--- config.mk ---
export PLATFORM = sky130hd
export DESIGN_NAME = rv_ex_top
export DESIGN_NICKNAME = d
export VERILOG_FILES = /design/src/hw/rv_pkg.sv /design/src/hw/rv_ex_if.sv /design/src/hw/rv_regfile.sv /design/src/hw/rv_opsel.sv /design/src/hw/rv_alu.sv /design/src/hw/rv_branch_unit.sv /design/src/hw/rv_ex_ctrl.sv /design/src/hw/rv_ex_top.sv
export SDC_FILE = /design/constraint.sdc
export NUM_CORES = 2
export LEC_CHECK = 0
export BUFFER_PORTS_ARGS = -buffer_cell sky130_fd_sc_hd__buf_4
export CELL_PAD_IN_SITES_DETAIL_PLACEMENT = 1
export CELL_PAD_IN_SITES_GLOBAL_PLACEMENT = 2
export CORE_MARGIN = 10
export CORE_UTILIZATION = 45
export DETAILED_ROUTE_END_ITERATION = 8
export GPL_TIMING_DRIVEN = 1
export PLACE_DENSITY = 0.82
export SYNTH_ARGS = -nofsm -noshare
export SYNTH_HDL_FRONTEND = slang
export SYNTH_SLANG_ARGS = --single-unit
--- constraint.sdc ---
create_clock -name i_clk -period 32.9 [get_ports i_clk]
set_clock_uncertainty 0.1 [all_clocks]
set_input_delay 1.645 -clock i_clk [delete_from_list [all_inputs] [get_ports i_clk]]
set_output_delay 1.645 -clock i_clk [all_outputs]
set_load 0.01 [all_outputs]
--- src/hw/rv_pkg.sv ---
package rv_pkg;

    // data and index widths.
    typedef logic [31:0] word_t;
    typedef logic [4:0]  reg_idx_t;
    typedef logic [2:0]  funct3_t;

    typedef enum logic [3:0]
    {
        ALU_ADD,
        ALU_SUB,
        ALU_SLL,
        ALU_SLT,
        ALU_SLTU,
        ALU_XOR,
        ALU_SRL,
        ALU_SRA,
        ALU_OR,
        ALU_AND
    } alu_op_e;

    typedef enum logic [1:0]
    {
        OP2_REG,
        OP2_IMM_I,
        OP2_IMM_J
    } op2_src_e;

    typedef enum logic
    {
        FWD_REGFILE,
        FWD_WB
    } fwd_sel_e;

    // branch conditions, rv32i encoding.
    localparam funct3_t F3_BEQ  = 3'b000;
    localparam funct3_t F3_BNE  = 3'b001;
    localparam funct3_t F3_BLT  = 3'b100;
    localparam funct3_t F3_BGE  = 3'b101;
    localparam funct3_t F3_BLTU = 3'b110;
    localparam funct3_t F3_BGEU = 3'b111;

    // subtract and compares run as op1 + ~op2 + 1.
    function automatic logic op2_inverse_f(input alu_op_e op);
        logic inv;
        case (op)
            ALU_SUB, ALU_SLT, ALU_SLTU:
                inv = 1'b1;
            default:
                inv = 1'b0;
        endcase
        return inv;
    endfunction

endpackage

--- src/hw/rv_ex_if.sv ---
`timescale 1ns/10ps

interface ex_stage_if import rv_pkg::*;
#(
    parameter int IADDR_BITS = 32
);

    logic                  valid;
    reg_idx_t              rd;
    logic                  reg_write;
    word_t                 op1;
    word_t                 op2;
    alu_op_e               alu_op;
    funct3_t               funct3;
    logic                  jal_jalr;
    logic                  branch;
    logic [IADDR_BITS-1:0] pc;
    logic [IADDR_BITS-1:0] pc_next;
    logic [IADDR_BITS-1:0] pc_target;
    logic                  branch_pred;
    reg_idx_t              rs1;
    reg_idx_t              rs2;
    word_t                 reg1_data;
    word_t                 reg2_data;

    modport producer
    (
        output valid, rd, reg_write, op1, op2, alu_op, funct3, jal_jalr, branch,
               pc, pc_next, pc_target, branch_pred, rs1, rs2, reg1_data, reg2_data
    );

    modport consumer
    (
        input valid, rd, reg_write, op1, op2, alu_op, funct3, jal_jalr, branch,
              pc, pc_next, pc_target, branch_pred, rs1, rs2, reg1_data, reg2_data
    );

endinterface

--- src/hw/rv_regfile.sv ---
`timescale 1ns/10ps

module rv_regfile import rv_pkg::*;
(
    input  logic     i_clk,
    input  logic     i_rst,
    input  reg_idx_t i_rd_addr1,
    input  reg_idx_t i_rd_addr2,
    output word_t    o_rd_data1,
    output word_t    o_rd_data2,
    input  logic     i_we,
    input  reg_idx_t i_wr_addr,
    input  word_t    i_wr_data
);

    // x0 has no storage.
    word_t regs [1:31];

    always_ff @(posedge i_clk)
    begin
        if (i_rst)
        begin
            for (int i = 1; i < 32; i++)
            begin
                regs[i] <= '0;
            end
        end
        else if (i_we && (i_wr_addr != '0))
        begin
            regs[i_wr_addr] <= i_wr_data;
        end
    end

    always_comb
    begin
        o_rd_data1 = '0;
        o_rd_data2 = '0;
        if (i_rd_addr1 != '0)
        begin
            o_rd_data1 = regs[i_rd_addr1];
        end
        if (i_rd_addr2 != '0)
        begin
            o_rd_data2 = regs[i_rd_addr2];
        end
    end

endmodule

--- src/hw/rv_opsel.sv ---
`timescale 1ns/10ps

module rv_opsel import rv_pkg::*;
#(
    parameter int IADDR_BITS = 32
)
(
    input  logic                  i_clk,
    input  logic                  i_rst,
    input  logic                  i_flush,
    input  logic                  i_valid,
    input  logic [IADDR_BITS-1:0] i_pc,
    input  logic [IADDR_BITS-1:0] i_pc_next,
    input  logic                  i_branch_pred,
    input  reg_idx_t              i_rs1,
    input  reg_idx_t              i_rs2,
    input  reg_idx_t              i_rd,
    input  word_t                 i_imm_i,
    input  word_t                 i_imm_j,
    input  alu_op_e               i_alu_op,
    input  logic                  i_op1_pc,
    input  op2_src_e              i_op2_src,
    input  funct3_t               i_funct3,
    input  logic                  i_reg_write,
    input  logic                  i_inst_jal,
    input  logic                  i_inst_jalr,
    input  logic                  i_inst_branch,
    input  word_t                 i_rf_data1,
    input  word_t                 i_rf_data2,
    input  word_t                 i_wb_data,
    input  fwd_sel_e              i_fwd1,
    input  fwd_sel_e              i_fwd2,
    output reg_idx_t              o_rs1,
    output reg_idx_t              o_rs2,
    ex_stage_if.producer          ex
);

    logic                  valid;
    logic [IADDR_BITS-1:0] pc;
    logic [IADDR_BITS-1:0] pc_next;
    logic                  branch_pred;
    reg_idx_t              rs1;
    reg_idx_t              rs2;
    reg_idx_t              rd;
    word_t                 imm_i;
    word_t                 imm_j;
    alu_op_e               alu_op;
    logic                  op1_pc;
    op2_src_e              op2_src;
    funct3_t               funct3;
    logic                  reg_write;
    logic                  inst_jal;
    logic                  inst_jalr;
    logic                  inst_branch;

    always_ff @(posedge i_clk)
    begin
        if (i_rst | i_flush)
        begin
            valid       <= 1'b0;
            rd          <= '0;
            reg_write   <= 1'b0;
            inst_jal    <= 1'b0;
            inst_jalr   <= 1'b0;
            inst_branch <= 1'b0;
            branch_pred <= 1'b0;
        end
        else
        begin
            valid       <= i_valid;
            pc          <= i_pc;
            pc_next     <= i_pc_next;
            branch_pred <= i_branch_pred;
            rs1         <= i_rs1;
            rs2         <= i_rs2;
            rd          <= i_rd;
            imm_i       <= i_imm_i;
            imm_j       <= i_imm_j;
            alu_op      <= i_alu_op;
            op1_pc      <= i_op1_pc;
            op2_src     <= i_op2_src;
            funct3      <= i_funct3;
            reg_write   <= i_reg_write;
            inst_jal    <= i_inst_jal;
            inst_jalr   <= i_inst_jalr;
            inst_branch <= i_inst_branch;
        end
    end

    word_t                 reg1;
    word_t                 reg2;
    word_t                 op2_pre;
    logic [IADDR_BITS-1:0] target_base;
    logic [IADDR_BITS-1:0] target_offset;
    logic [IADDR_BITS-1:0] target_sum;

    // bypass the result still sitting in writeback.
    assign reg1 = (i_fwd1 == FWD_WB) ? i_wb_data : i_rf_data1;
    assign reg2 = (i_fwd2 == FWD_WB) ? i_wb_data : i_rf_data2;

    always_comb
    begin
        case (op2_src)
            OP2_IMM_I: op2_pre = imm_i;
            OP2_IMM_J: op2_pre = imm_j;
            default:   op2_pre = reg2;
        endcase
    end

    assign target_base   = inst_jalr ? reg1[IADDR_BITS-1:0] : pc;
    assign target_offset = inst_jalr ? imm_i[IADDR_BITS-1:0] : imm_j[IADDR_BITS-1:0];
    assign target_sum    = target_base + target_offset;

    assign ex.valid       = valid;
    assign ex.rd          = rd;
    assign ex.reg_write   = reg_write;
    assign ex.op1         = op1_pc ? word_t'(pc) : reg1;
    assign ex.op2         = op2_inverse_f(alu_op) ? ~op2_pre : op2_pre;
    assign ex.alu_op      = alu_op;
    assign ex.funct3      = funct3;
    assign ex.jal_jalr    = inst_jal | inst_jalr;
    assign ex.branch      = inst_branch;
    assign ex.pc          = pc;
    assign ex.pc_next     = pc_next;
    // jalr needs bit 0 dropped.
    assign ex.pc_target   = {target_sum[IADDR_BITS-1:1], 1'b0};
    assign ex.branch_pred = branch_pred;
    assign ex.rs1         = rs1;
    assign ex.rs2         = rs2;
    assign ex.reg1_data   = reg1;
    assign ex.reg2_data   = reg2;

    assign o_rs1 = rs1;
    assign o_rs2 = rs2;

endmodule

--- src/hw/rv_alu.sv ---
`timescale 1ns/10ps

module rv_alu import rv_pkg::*;
(
    input  logic         i_clk,
    input  logic         i_rst,
    ex_stage_if.consumer ex,
    output logic         o_wb_valid,
    output reg_idx_t     o_wb_rd,
    output word_t        o_wb_data,
    output logic         o_wb_we
);

    logic       carry;
    word_t      sum;
    logic       lt_s;
    logic       lt_u;
    logic [4:0] shamt;
    word_t      alu_res;
    word_t      result;

    // op2 arrives inverted for sub and compares.
    assign {carry, sum} = {1'b0, ex.op1} + {1'b0, ex.op2} + 33'(op2_inverse_f(ex.alu_op));

    // equal signs of op1 and ~b mean the true operands differ in sign.
    assign lt_s  = (ex.op1[31] == ex.op2[31]) ? ex.op1[31] : sum[31];
    assign lt_u  = ~carry;
    assign shamt = ex.op2[4:0];

    always_comb
    begin
        case (ex.alu_op)
            ALU_SLL:  alu_res = ex.op1 << shamt;
            ALU_SLT:  alu_res = word_t'(lt_s);
            ALU_SLTU: alu_res = word_t'(lt_u);
            ALU_XOR:  alu_res = ex.op1 ^ ex.op2;
            ALU_SRL:  alu_res = ex.op1 >> shamt;
            ALU_SRA:  alu_res = word_t'($signed(ex.op1) >>> shamt);
            ALU_OR:   alu_res = ex.op1 | ex.op2;
            ALU_AND:  alu_res = ex.op1 & ex.op2;
            default:  alu_res = sum;
        endcase
    end

    // link address for jumps.
    assign result = ex.jal_jalr ? word_t'(ex.pc_next) : alu_res;

    always_ff @(posedge i_clk)
    begin
        if (i_rst)
        begin
            o_wb_valid <= 1'b0;
            o_wb_we    <= 1'b0;
            o_wb_rd    <= '0;
            o_wb_data  <= '0;
        end
        else
        begin
            o_wb_valid <= ex.valid;
            o_wb_we    <= ex.valid & ex.reg_write;
            if (ex.valid)
            begin
                o_wb_rd   <= ex.rd;
                o_wb_data <= result;
            end
        end
    end

endmodule

--- src/hw/rv_branch_unit.sv ---
`timescale 1ns/10ps

module rv_branch_unit import rv_pkg::*;
#(
    parameter int IADDR_BITS = 32
)
(
    input  logic                  i_clk,
    input  logic                  i_rst,
    ex_stage_if.consumer          ex,
    output logic                  o_mispredict,
    output logic                  o_redirect,
    output logic [IADDR_BITS-1:0] o_redirect_pc
);

    logic                  cond;
    logic                  taken;
    logic [IADDR_BITS-1:0] next_pc;

    always_comb
    begin
        case (ex.funct3)
            F3_BEQ:  cond = (ex.reg1_data == ex.reg2_data);
            F3_BNE:  cond = (ex.reg1_data != ex.reg2_data);
            F3_BLT:  cond = ($signed(ex.reg1_data) < $signed(ex.reg2_data));
            F3_BGE:  cond = ($signed(ex.reg1_data) >= $signed(ex.reg2_data));
            F3_BLTU: cond = (ex.reg1_data < ex.reg2_data);
            F3_BGEU: cond = (ex.reg1_data >= ex.reg2_data);
            default: cond = 1'b0;
        endcase
    end

    assign taken   = ex.jal_jalr | (ex.branch & cond);
    assign next_pc = taken ? ex.pc_target : ex.pc_next;

    // jumps count as predicted only when flagged taken.
    assign o_mispredict = ex.valid &
                          ((ex.branch & (cond != ex.branch_pred)) |
                           (ex.jal_jalr & ~ex.branch_pred));

    always_ff @(posedge i_clk)
    begin
        if (i_rst)
        begin
            o_redirect    <= 1'b0;
            o_redirect_pc <= '0;
        end
        else
        begin
            o_redirect <= o_mispredict;
            if (o_mispredict)
            begin
                o_redirect_pc <= next_pc;
            end
        end
    end

endmodule

--- src/hw/rv_ex_ctrl.sv ---
`timescale 1ns/10ps

module rv_ex_ctrl import rv_pkg::*;
(
    input  logic         i_clk,
    input  logic         i_rst,
    ex_stage_if.consumer ex,
    input  logic         i_mispredict,
    input  logic         i_wb_valid,
    input  logic         i_wb_we,
    input  reg_idx_t     i_wb_rd,
    output fwd_sel_e     o_fwd1,
    output fwd_sel_e     o_fwd2,
    output logic         o_flush
);

    logic wb_live;
    logic flush_q;

    // result not yet in the register file.
    assign wb_live = i_wb_valid & i_wb_we & (i_wb_rd != '0);

    always_comb
    begin
        o_fwd1 = FWD_REGFILE;
        o_fwd2 = FWD_REGFILE;
        if (wb_live && (i_wb_rd == ex.rs1))
        begin
            o_fwd1 = FWD_WB;
        end
        if (wb_live && (i_wb_rd == ex.rs2))
        begin
            o_fwd2 = FWD_WB;
        end
    end

    // one flush per redirect, only the next slot is dropped.
    assign o_flush = i_mispredict & ~flush_q;

    always_ff @(posedge i_clk)
    begin
        if (i_rst)
        begin
            flush_q <= 1'b0;
        end
        else
        begin
            flush_q <= o_flush;
        end
    end

endmodule

--- src/hw/rv_ex_top.sv ---
`timescale 1ns/10ps

module rv_ex_top import rv_pkg::*;
#(
    parameter int IADDR_BITS = 32
)
(
    input  logic                  i_clk,
    input  logic                  i_rst,
    input  logic                  i_valid,
    input  logic [IADDR_BITS-1:0] i_pc,
    input  logic [IADDR_BITS-1:0] i_pc_next,
    input  logic                  i_branch_pred,
    input  reg_idx_t              i_rs1,
    input  reg_idx_t              i_rs2,
    input  reg_idx_t              i_rd,
    input  word_t                 i_imm_i,
    input  word_t                 i_imm_j,
    input  alu_op_e               i_alu_op,
    input  logic                  i_op1_pc,
    input  op2_src_e              i_op2_src,
    input  funct3_t               i_funct3,
    input  logic                  i_reg_write,
    input  logic                  i_inst_jal,
    input  logic                  i_inst_jalr,
    input  logic                  i_inst_branch,
    output logic                  o_wb_valid,
    output reg_idx_t              o_wb_rd,
    output word_t                 o_wb_data,
    output logic                  o_redirect,
    output logic [IADDR_BITS-1:0] o_redirect_pc
);

    reg_idx_t rs1;
    reg_idx_t rs2;
    word_t    rf_data1;
    word_t    rf_data2;
    logic     wb_we;
    fwd_sel_e fwd1;
    fwd_sel_e fwd2;
    logic     flush;
    logic     mispredict;

    ex_stage_if #(.IADDR_BITS(IADDR_BITS)) ex_if ();

    rv_regfile i_rv_regfile
    (
        .i_clk      (i_clk),
        .i_rst      (i_rst),
        .i_rd_addr1 (rs1),
        .i_rd_addr2 (rs2),
        .o_rd_data1 (rf_data1),
        .o_rd_data2 (rf_data2),
        .i_we       (wb_we),
        .i_wr_addr  (o_wb_rd),
        .i_wr_data  (o_wb_data)
    );

    rv_opsel #(.IADDR_BITS(IADDR_BITS)) i_rv_opsel
    (
        .i_clk         (i_clk),
        .i_rst         (i_rst),
        .i_flush       (flush),
        .i_valid       (i_valid),
        .i_pc          (i_pc),
        .i_pc_next     (i_pc_next),
        .i_branch_pred (i_branch_pred),
        .i_rs1         (i_rs1),
        .i_rs2         (i_rs2),
        .i_rd          (i_rd),
        .i_imm_i       (i_imm_i),
        .i_imm_j       (i_imm_j),
        .i_alu_op      (i_alu_op),
        .i_op1_pc      (i_op1_pc),
        .i_op2_src     (i_op2_src),
        .i_funct3      (i_funct3),
        .i_reg_write   (i_reg_write),
        .i_inst_jal    (i_inst_jal),
        .i_inst_jalr   (i_inst_jalr),
        .i_inst_branch (i_inst_branch),
        .i_rf_data1    (rf_data1),
        .i_rf_data2    (rf_data2),
        .i_wb_data     (o_wb_data),
        .i_fwd1        (fwd1),
        .i_fwd2        (fwd2),
        .o_rs1         (rs1),
        .o_rs2         (rs2),
        .ex            (ex_if.producer)
    );

    rv_alu i_rv_alu
    (
        .i_clk      (i_clk),
        .i_rst      (i_rst),
        .ex         (ex_if.consumer),
        .o_wb_valid (o_wb_valid),
        .o_wb_rd    (o_wb_rd),
        .o_wb_data  (o_wb_data),
        .o_wb_we    (wb_we)
    );

    rv_branch_unit #(.IADDR_BITS(IADDR_BITS)) i_rv_branch_unit
    (
        .i_clk         (i_clk),
        .i_rst         (i_rst),
        .ex            (ex_if.consumer),
        .o_mispredict  (mispredict),
        .o_redirect    (o_redirect),
        .o_redirect_pc (o_redirect_pc)
    );

    rv_ex_ctrl i_rv_ex_ctrl
    (
        .i_clk        (i_clk),
        .i_rst        (i_rst),
        .ex           (ex_if.consumer),
        .i_mispredict (mispredict),
        .i_wb_valid   (o_wb_valid),
        .i_wb_we      (wb_we),
        .i_wb_rd      (o_wb_rd),
        .o_fwd1       (fwd1),
        .o_fwd2       (fwd2),
        .o_flush      (flush)
    );

endmodule

# ---- Word-level counts from Yosys, hierarchy flattened
# Memories as Yosys holds them, arrays and structs flattened. A register that Yosys moved wholly into a read port is not among the register bits.
# Index checks and enable logic that the tools add are counted.
dict set report op_classes {
  eq_ne 22
  magnitude_cmp 4
  mux 27
  n_addsub 3
  shifts 3
  n_bitwise 19
  reduce_logical 9
}
# cell n
set op_table {}
lappend op_table {{$mux W32} 11}
lappend op_table {{$pmux W32 S8} 1}
lappend op_table {{$ge A32 B32 Y1} 2}
lappend op_table {{$lt A32 B32 Y1} 2}
lappend op_table {{$pmux W32 S2} 1}
lappend op_table {{$add A32 B32 Y33} 1}
lappend op_table {{$add A33 B1 Y33} 1}
lappend op_table {{$add A32 B32 Y32} 1}
lappend op_table {{$and A32 B32 Y32} 1}
lappend op_table {{$eq A32 B32 Y1} 1}
lappend op_table {{$ne A32 B32 Y1} 1}
lappend op_table {{$not A32 Y32} 1}
lappend op_table {{$or A32 B32 Y32} 1}
lappend op_table {{$reduce_or A32 Y1} 1}
lappend op_table {{$shl A32 B5 Y32} 1}
lappend op_table {{$shr A32 B5 Y32} 1}
lappend op_table {{$sshr A32 B5 Y32} 1}
lappend op_table {{$xor A32 B32 Y32} 1}
lappend op_table {{$eq A4 B3 Y1 const B} 4}
lappend op_table {{$mux W5} 3}
lappend op_table {{$reduce_bool A5 Y1} 3}
lappend op_table {{$eq A3 B3 Y1 const B} 4}
lappend op_table {{$eq A5 B5 Y1} 2}
lappend op_table {{$mux W1} 10}
lappend op_table {{15 further kinds} 31}
dict set report totals {
  ramBits 992
  reg_bits 232
  mem_count 1
  in_bits 161
  out_inout_bits 71
}
# name depth width rd rd_ports_with_merged_regs write_ports line
set mem_list {}
lappend mem_list {i_rv_regfile.regs 31 32 2 2 31 rv_regfile.sv:17} ;# word_t regs [1:31];

# ---- Logic depth before layout (Yosys ltp)
dict set report depth {
  word_depth 14
  mapped_depth 27
  depth_no_buf 21
}

# ---- Cells and area by module
# Synthesis repeated with hierarchy kept, for this count alone.
dict set report unflattened {
  hier_cells 5882
  area_unflattened_um2 75966.6
}
# mod instances seq_area_each_um2 cells_each area_per_inst_um2
set by_module_without_submodules {}
lappend by_module_without_submodules {rv_regfile 1 30749.5 3500 54225.8}
lappend by_module_without_submodules {rv_opsel 1 4664.5 770 9365.2}
lappend by_module_without_submodules {rv_alu 1 780.7 1112 8479.4}
lappend by_module_without_submodules {rv_branch_unit 1 660.6 481 3733.6}
lappend by_module_without_submodules {rv_ex_ctrl 1 20.0 19 162.7}

# ---- Least setup slack after synthesis
# Ideal clock, no wire load.
dict set report synth_timing {
  path_type {register to register}
  startpoint {reg with a tool-made name}
  endpoint {reg i_rv_opsel.alu_op[0], in the netlist i_rv_opsel.ex.alu_op[0], enable pin}
  setup_ps 567
  stages_incl_launch_ff 25
  path_buffers 7
  setup_slack_ps 22063
  arrival_time_ps 10171
  required_ps 32233
  cell_sequence {dfxtp_1 -> buf_4 -> buf_6 -> buf_2 -> clkbuf_1 -> buf_2 -> buf_1 -> mux4_2 -> mux4_2 -> mux2i_1 -> nor2_1 -> a21oi_1 -> ha_1 -> a21oi_1 -> nor2_1 -> a2111oi_0 -> a21oi_1 -> a311o_1 -> or4_1 -> nand3_1 -> o2111ai_1 -> mux2i_1 -> nand2_1 -> a21oi_1 -> clkbuf_1}
}
# item line
set synth_lines {}
lappend synth_lines {{end signal: assignment} rv_opsel.sv:79} ;# alu_op <= i_alu_op;
lappend synth_lines {{end: declaration} rv_opsel.sv:47} ;# alu_op_e alu_op;

==> flow_summary.toml <==
[synthesis]
yosysSeqAreaShare_pct = 50.4
ys_types = 93
synth_flop_cell = "edfxtp_1"
yosysWarnings = 0
syn_area_mm2 = 0.0736
synth-edff-count = 1172
netlist_instances = 5830
ys_ff_latch = 1266
syn-mean-instance-area_um2 = 12.6
ys_async_sr_fraction_pct = 0

[floorplan]
die-area_mm2 = 0.180
start_util_pct = 45.3
pin_count = 232
core_mm2 = 0.163
fp.dieW_um = 424
rows = 148
dieHeight_um = 424

[layout]
drive_gt1_share_pct = 23.5
design_area_mm2 = 0.0822
area_growth_pct = 11.6
regArea_mm2 = 0.0371
nets = 6124
fillers = 16371
multiInputGateArea_mm2 = 0.0339

[power]
power.leakage_nw = 28.4
vdd_ir_drop_max_mv = 0.0466
p_per_area_mw_per_mm2 = 60.6

[worst_setup_path]
cpPeakStageDelay_ns = 0.93
critPathTopFamily = "buffers and inverters"
crit_path_frequent_cell = "buf_4"
cp_data_arrival_time_ns = 10.78
path_class = "register to register"
cp_slowest_cell = "dfxtp_4"
endpoint_kind = "register"
cp_max_fo = 143
path_cells = "buf_4 -> buf_4 -> buf_4 -> mux4_2 -> a22oi_1 -> nand2_1 -> a31oi_1 -> o21ai_0 -> ha_1 -> nand4_1 -> nor2_1 -> nand3_1 -> or4_1 -> nand2_1 -> or4_1 -> nand3_1 -> o2111ai_1 -> mux2i_1 -> nand2_2 -> buf_4 -> a21oi_4 -> buf_12 -> mux2_2"
rr_worst_depth = 23
crit_buf_inv = 5
critPathRequiredTime_ns = 33.49
critPathLaunchType = "register"
ff2ff_setup_slack_ns = 22.71

[global_routing]
grt_max_degree = 158
grt_pass1_vias = 58655
grt_usage_pct = 34.5
grt_pass1_wl_um = 449000
antenna_found_initial = 14
overflow = 0

[timing]
worst_slew_pin_slew_ns = 1.45
setup_viol = 0
finalHoldViolations = 0
maxSlewHeadroom_pct = 3.47
rsz0062_at_grt = "no"
fmax_ghz = 0.0981
fin_crit_ns = 10.19
drv_slew = 0
post-route-period-util_pct = 31.0
fin_tns_setup_ns = 0

[cts]
cts_resized = 0
cts_made_buffers = 143
clockBufferDepth = 3
ctsHoldBuffers = 0
clk_pin_slew_ns = 0.06
clock_sinks = 1266
clk_latency_ns = 0.82
cts_tree = "done"
clockRootBuffer = "clkbuf_16"
htree_levels = 4
cts_setup_buffers = 0

[route]
wl_um = 319000
wl_per_cell_um = 39.3
vias_per_cell = 7.07
first_iter_violations = 7797
drcViolationCount = 0
routed-via-count = 57490
first_pass_iters = 6
drtAntennaViolNets = 0

[placed_design]
globalplace.congestion = 0.980
place_hpwl_um = 214000
io_buffers = 231
dpl-instance-area_mm2 = 0.0775

[worst_hold_path]
hp-start = "i_rv_opsel.ex.reg_write"
whs_endpoint = "i_rv_alu.o_wb_we"
min_path_type = "register to register"
hold_depth = 1

[status]
outcome = "finished, final reports clean"

[job]
maxCapViolCount = 0
cells in the mapped netlist (73+ instances only):
cell,count,share of area (%)
a211oi_1,76,0.78
mux2i_1,107,1.5
buf_2,75,0.51
a21o_1,73,0.74
mux2_2,92,1.4
edfxtp_1,1172,48
nand2_1,233,1.2
ha_1,129,2.2
a21oi_1,168,1.1
dfxtp_1,94,2.6
nor3_1,817,5.6
clkbuf_1,445,2.3
a22oi_1,104,1.1
o21ai_0,161,1.1
inv_1,118,0.60
mux4_2,564,17
nand3_1,108,0.73
and2_1,247,2.1
nor2_1,252,1.3
cell families after synthesis:
logic type	after synthesis	synth area share, %
compound gates	986	9.40
xor+xnor	76	0.915
fa+ha+maj	132	2.27
buf+inv	723	4.01
flops	1266	50.4
mux	764	20.1
other cells	1	0.00510
simple gates	1882	12.9
report_power, final:
part	switching (mW)	internal, mW
Clock	0.705	0.937
Sequential	0.0799	1.83
Combinational	0.932	0.493
Total	1.72	3.26
how the worst max path moves through the flow:
stage	from	to	slack [ns]	depth (start not counted)
CTS	register	register	22.91	23
detailed placement	register	register	22.95	23
global route	register	register	22.26	23
finish	register	register	22.71	23
global placement	register	register	23.10	23
floorplan	register	i_rv_opsel.ex.alu_op[0]	22.06	24
layer usage:
| metal | track usage [%] | wire, um | up-vias |
|---|---|---|---|
| li1 | - | - | 23049 |
| met2 | 54.5 | 148000 | 3776 |
| met3 | 8.48 | 34200 | 931 |
| met1 | 42.2 | 113000 | 29728 |
| met5 | 0 | 37 | - |
| met4 | 22.3 | 24500 | 6 |
metrics by stage:
step	hold WS (ns)	power (mW)	setup WS (ns)	std cells	util (%)
final	0.355	4.98	22.71	8131	50.5
after floorplan	0.306	2.76	22.06	5861	-
after CTS	0.361	4.94	22.91	8123	50.5
after detailed placement	0.346	3.31	22.95	7860	47.6
after global routing	0.361	5.11	22.26	8126	50.5
after global placement	0.341	3.29	23.10	7859	47.6
worst reg2reg max path, delay by kind of cell, from the launching register on:
| family | cells | cell delay (ns) |
|---|---|---|
| flops | 1 | 0.93 |
| simple gates | 9 | 1.94 |
| buf+inv | 5 | 3.11 |
| compound gates | 5 | 1.82 |
| mux | 3 | 1.81 |
| fa+ha+maj | 1 | 0.34 |
sequential cells by signal, summed over array words and instances, names as in the netlist, 2 cells and up, named ones only:
register,cells
i_rv_regfile.regs,1024
i_rv_alu.o_wb_data,32
i_rv_branch_unit.o_redirect_pc,32
i_rv_opsel.ex.pc,32
i_rv_opsel.ex.pc_next,32
i_rv_opsel.imm_i,32
i_rv_opsel.imm_j,32
i_rv_alu.o_wb_rd,5
i_rv_opsel.ex.rd,5
i_rv_opsel.ex.rs1,5
i_rv_opsel.ex.rs2,5
i_rv_opsel.ex.alu_op,4
i_rv_opsel.ex.funct3,3
i_rv_opsel.op2_src,2
layout by cell type (no fill, tap or decap), types with 92 or more instances in the layout:
| cell | n |
|---|---|
| edfxtp_1 | 1172 |
| nor3_1 | 815 |
| mux4_2 | 564 |
| buf_4 | 417 |
| nor2_1 | 248 |
| and2_1 | 246 |
| nand2_1 | 231 |
| a21oi_1 | 167 |
| o21ai_0 | 161 |
| clkbuf_16 | 147 |
| ha_1 | 128 |
| inv_1 | 118 |
| mux2i_1 | 107 |
| nand3_1 | 105 |
| a22oi_1 | 104 |
| mux2_2 | 92 |
layout make-up:
class | count | area share [%]
inverters | 125 | 0.574
repair buffers | 423 | 3.94
diodes | 7 | 0.0213
flip-flops and latches | 1266 | 45.2
clock inverters | 80 | 0.976
well taps | 2175 | 3.31
multi-input cells | 3872 | 41.3
clock buffers | 183 | 4.70
(Power assumes the default switching activity.)
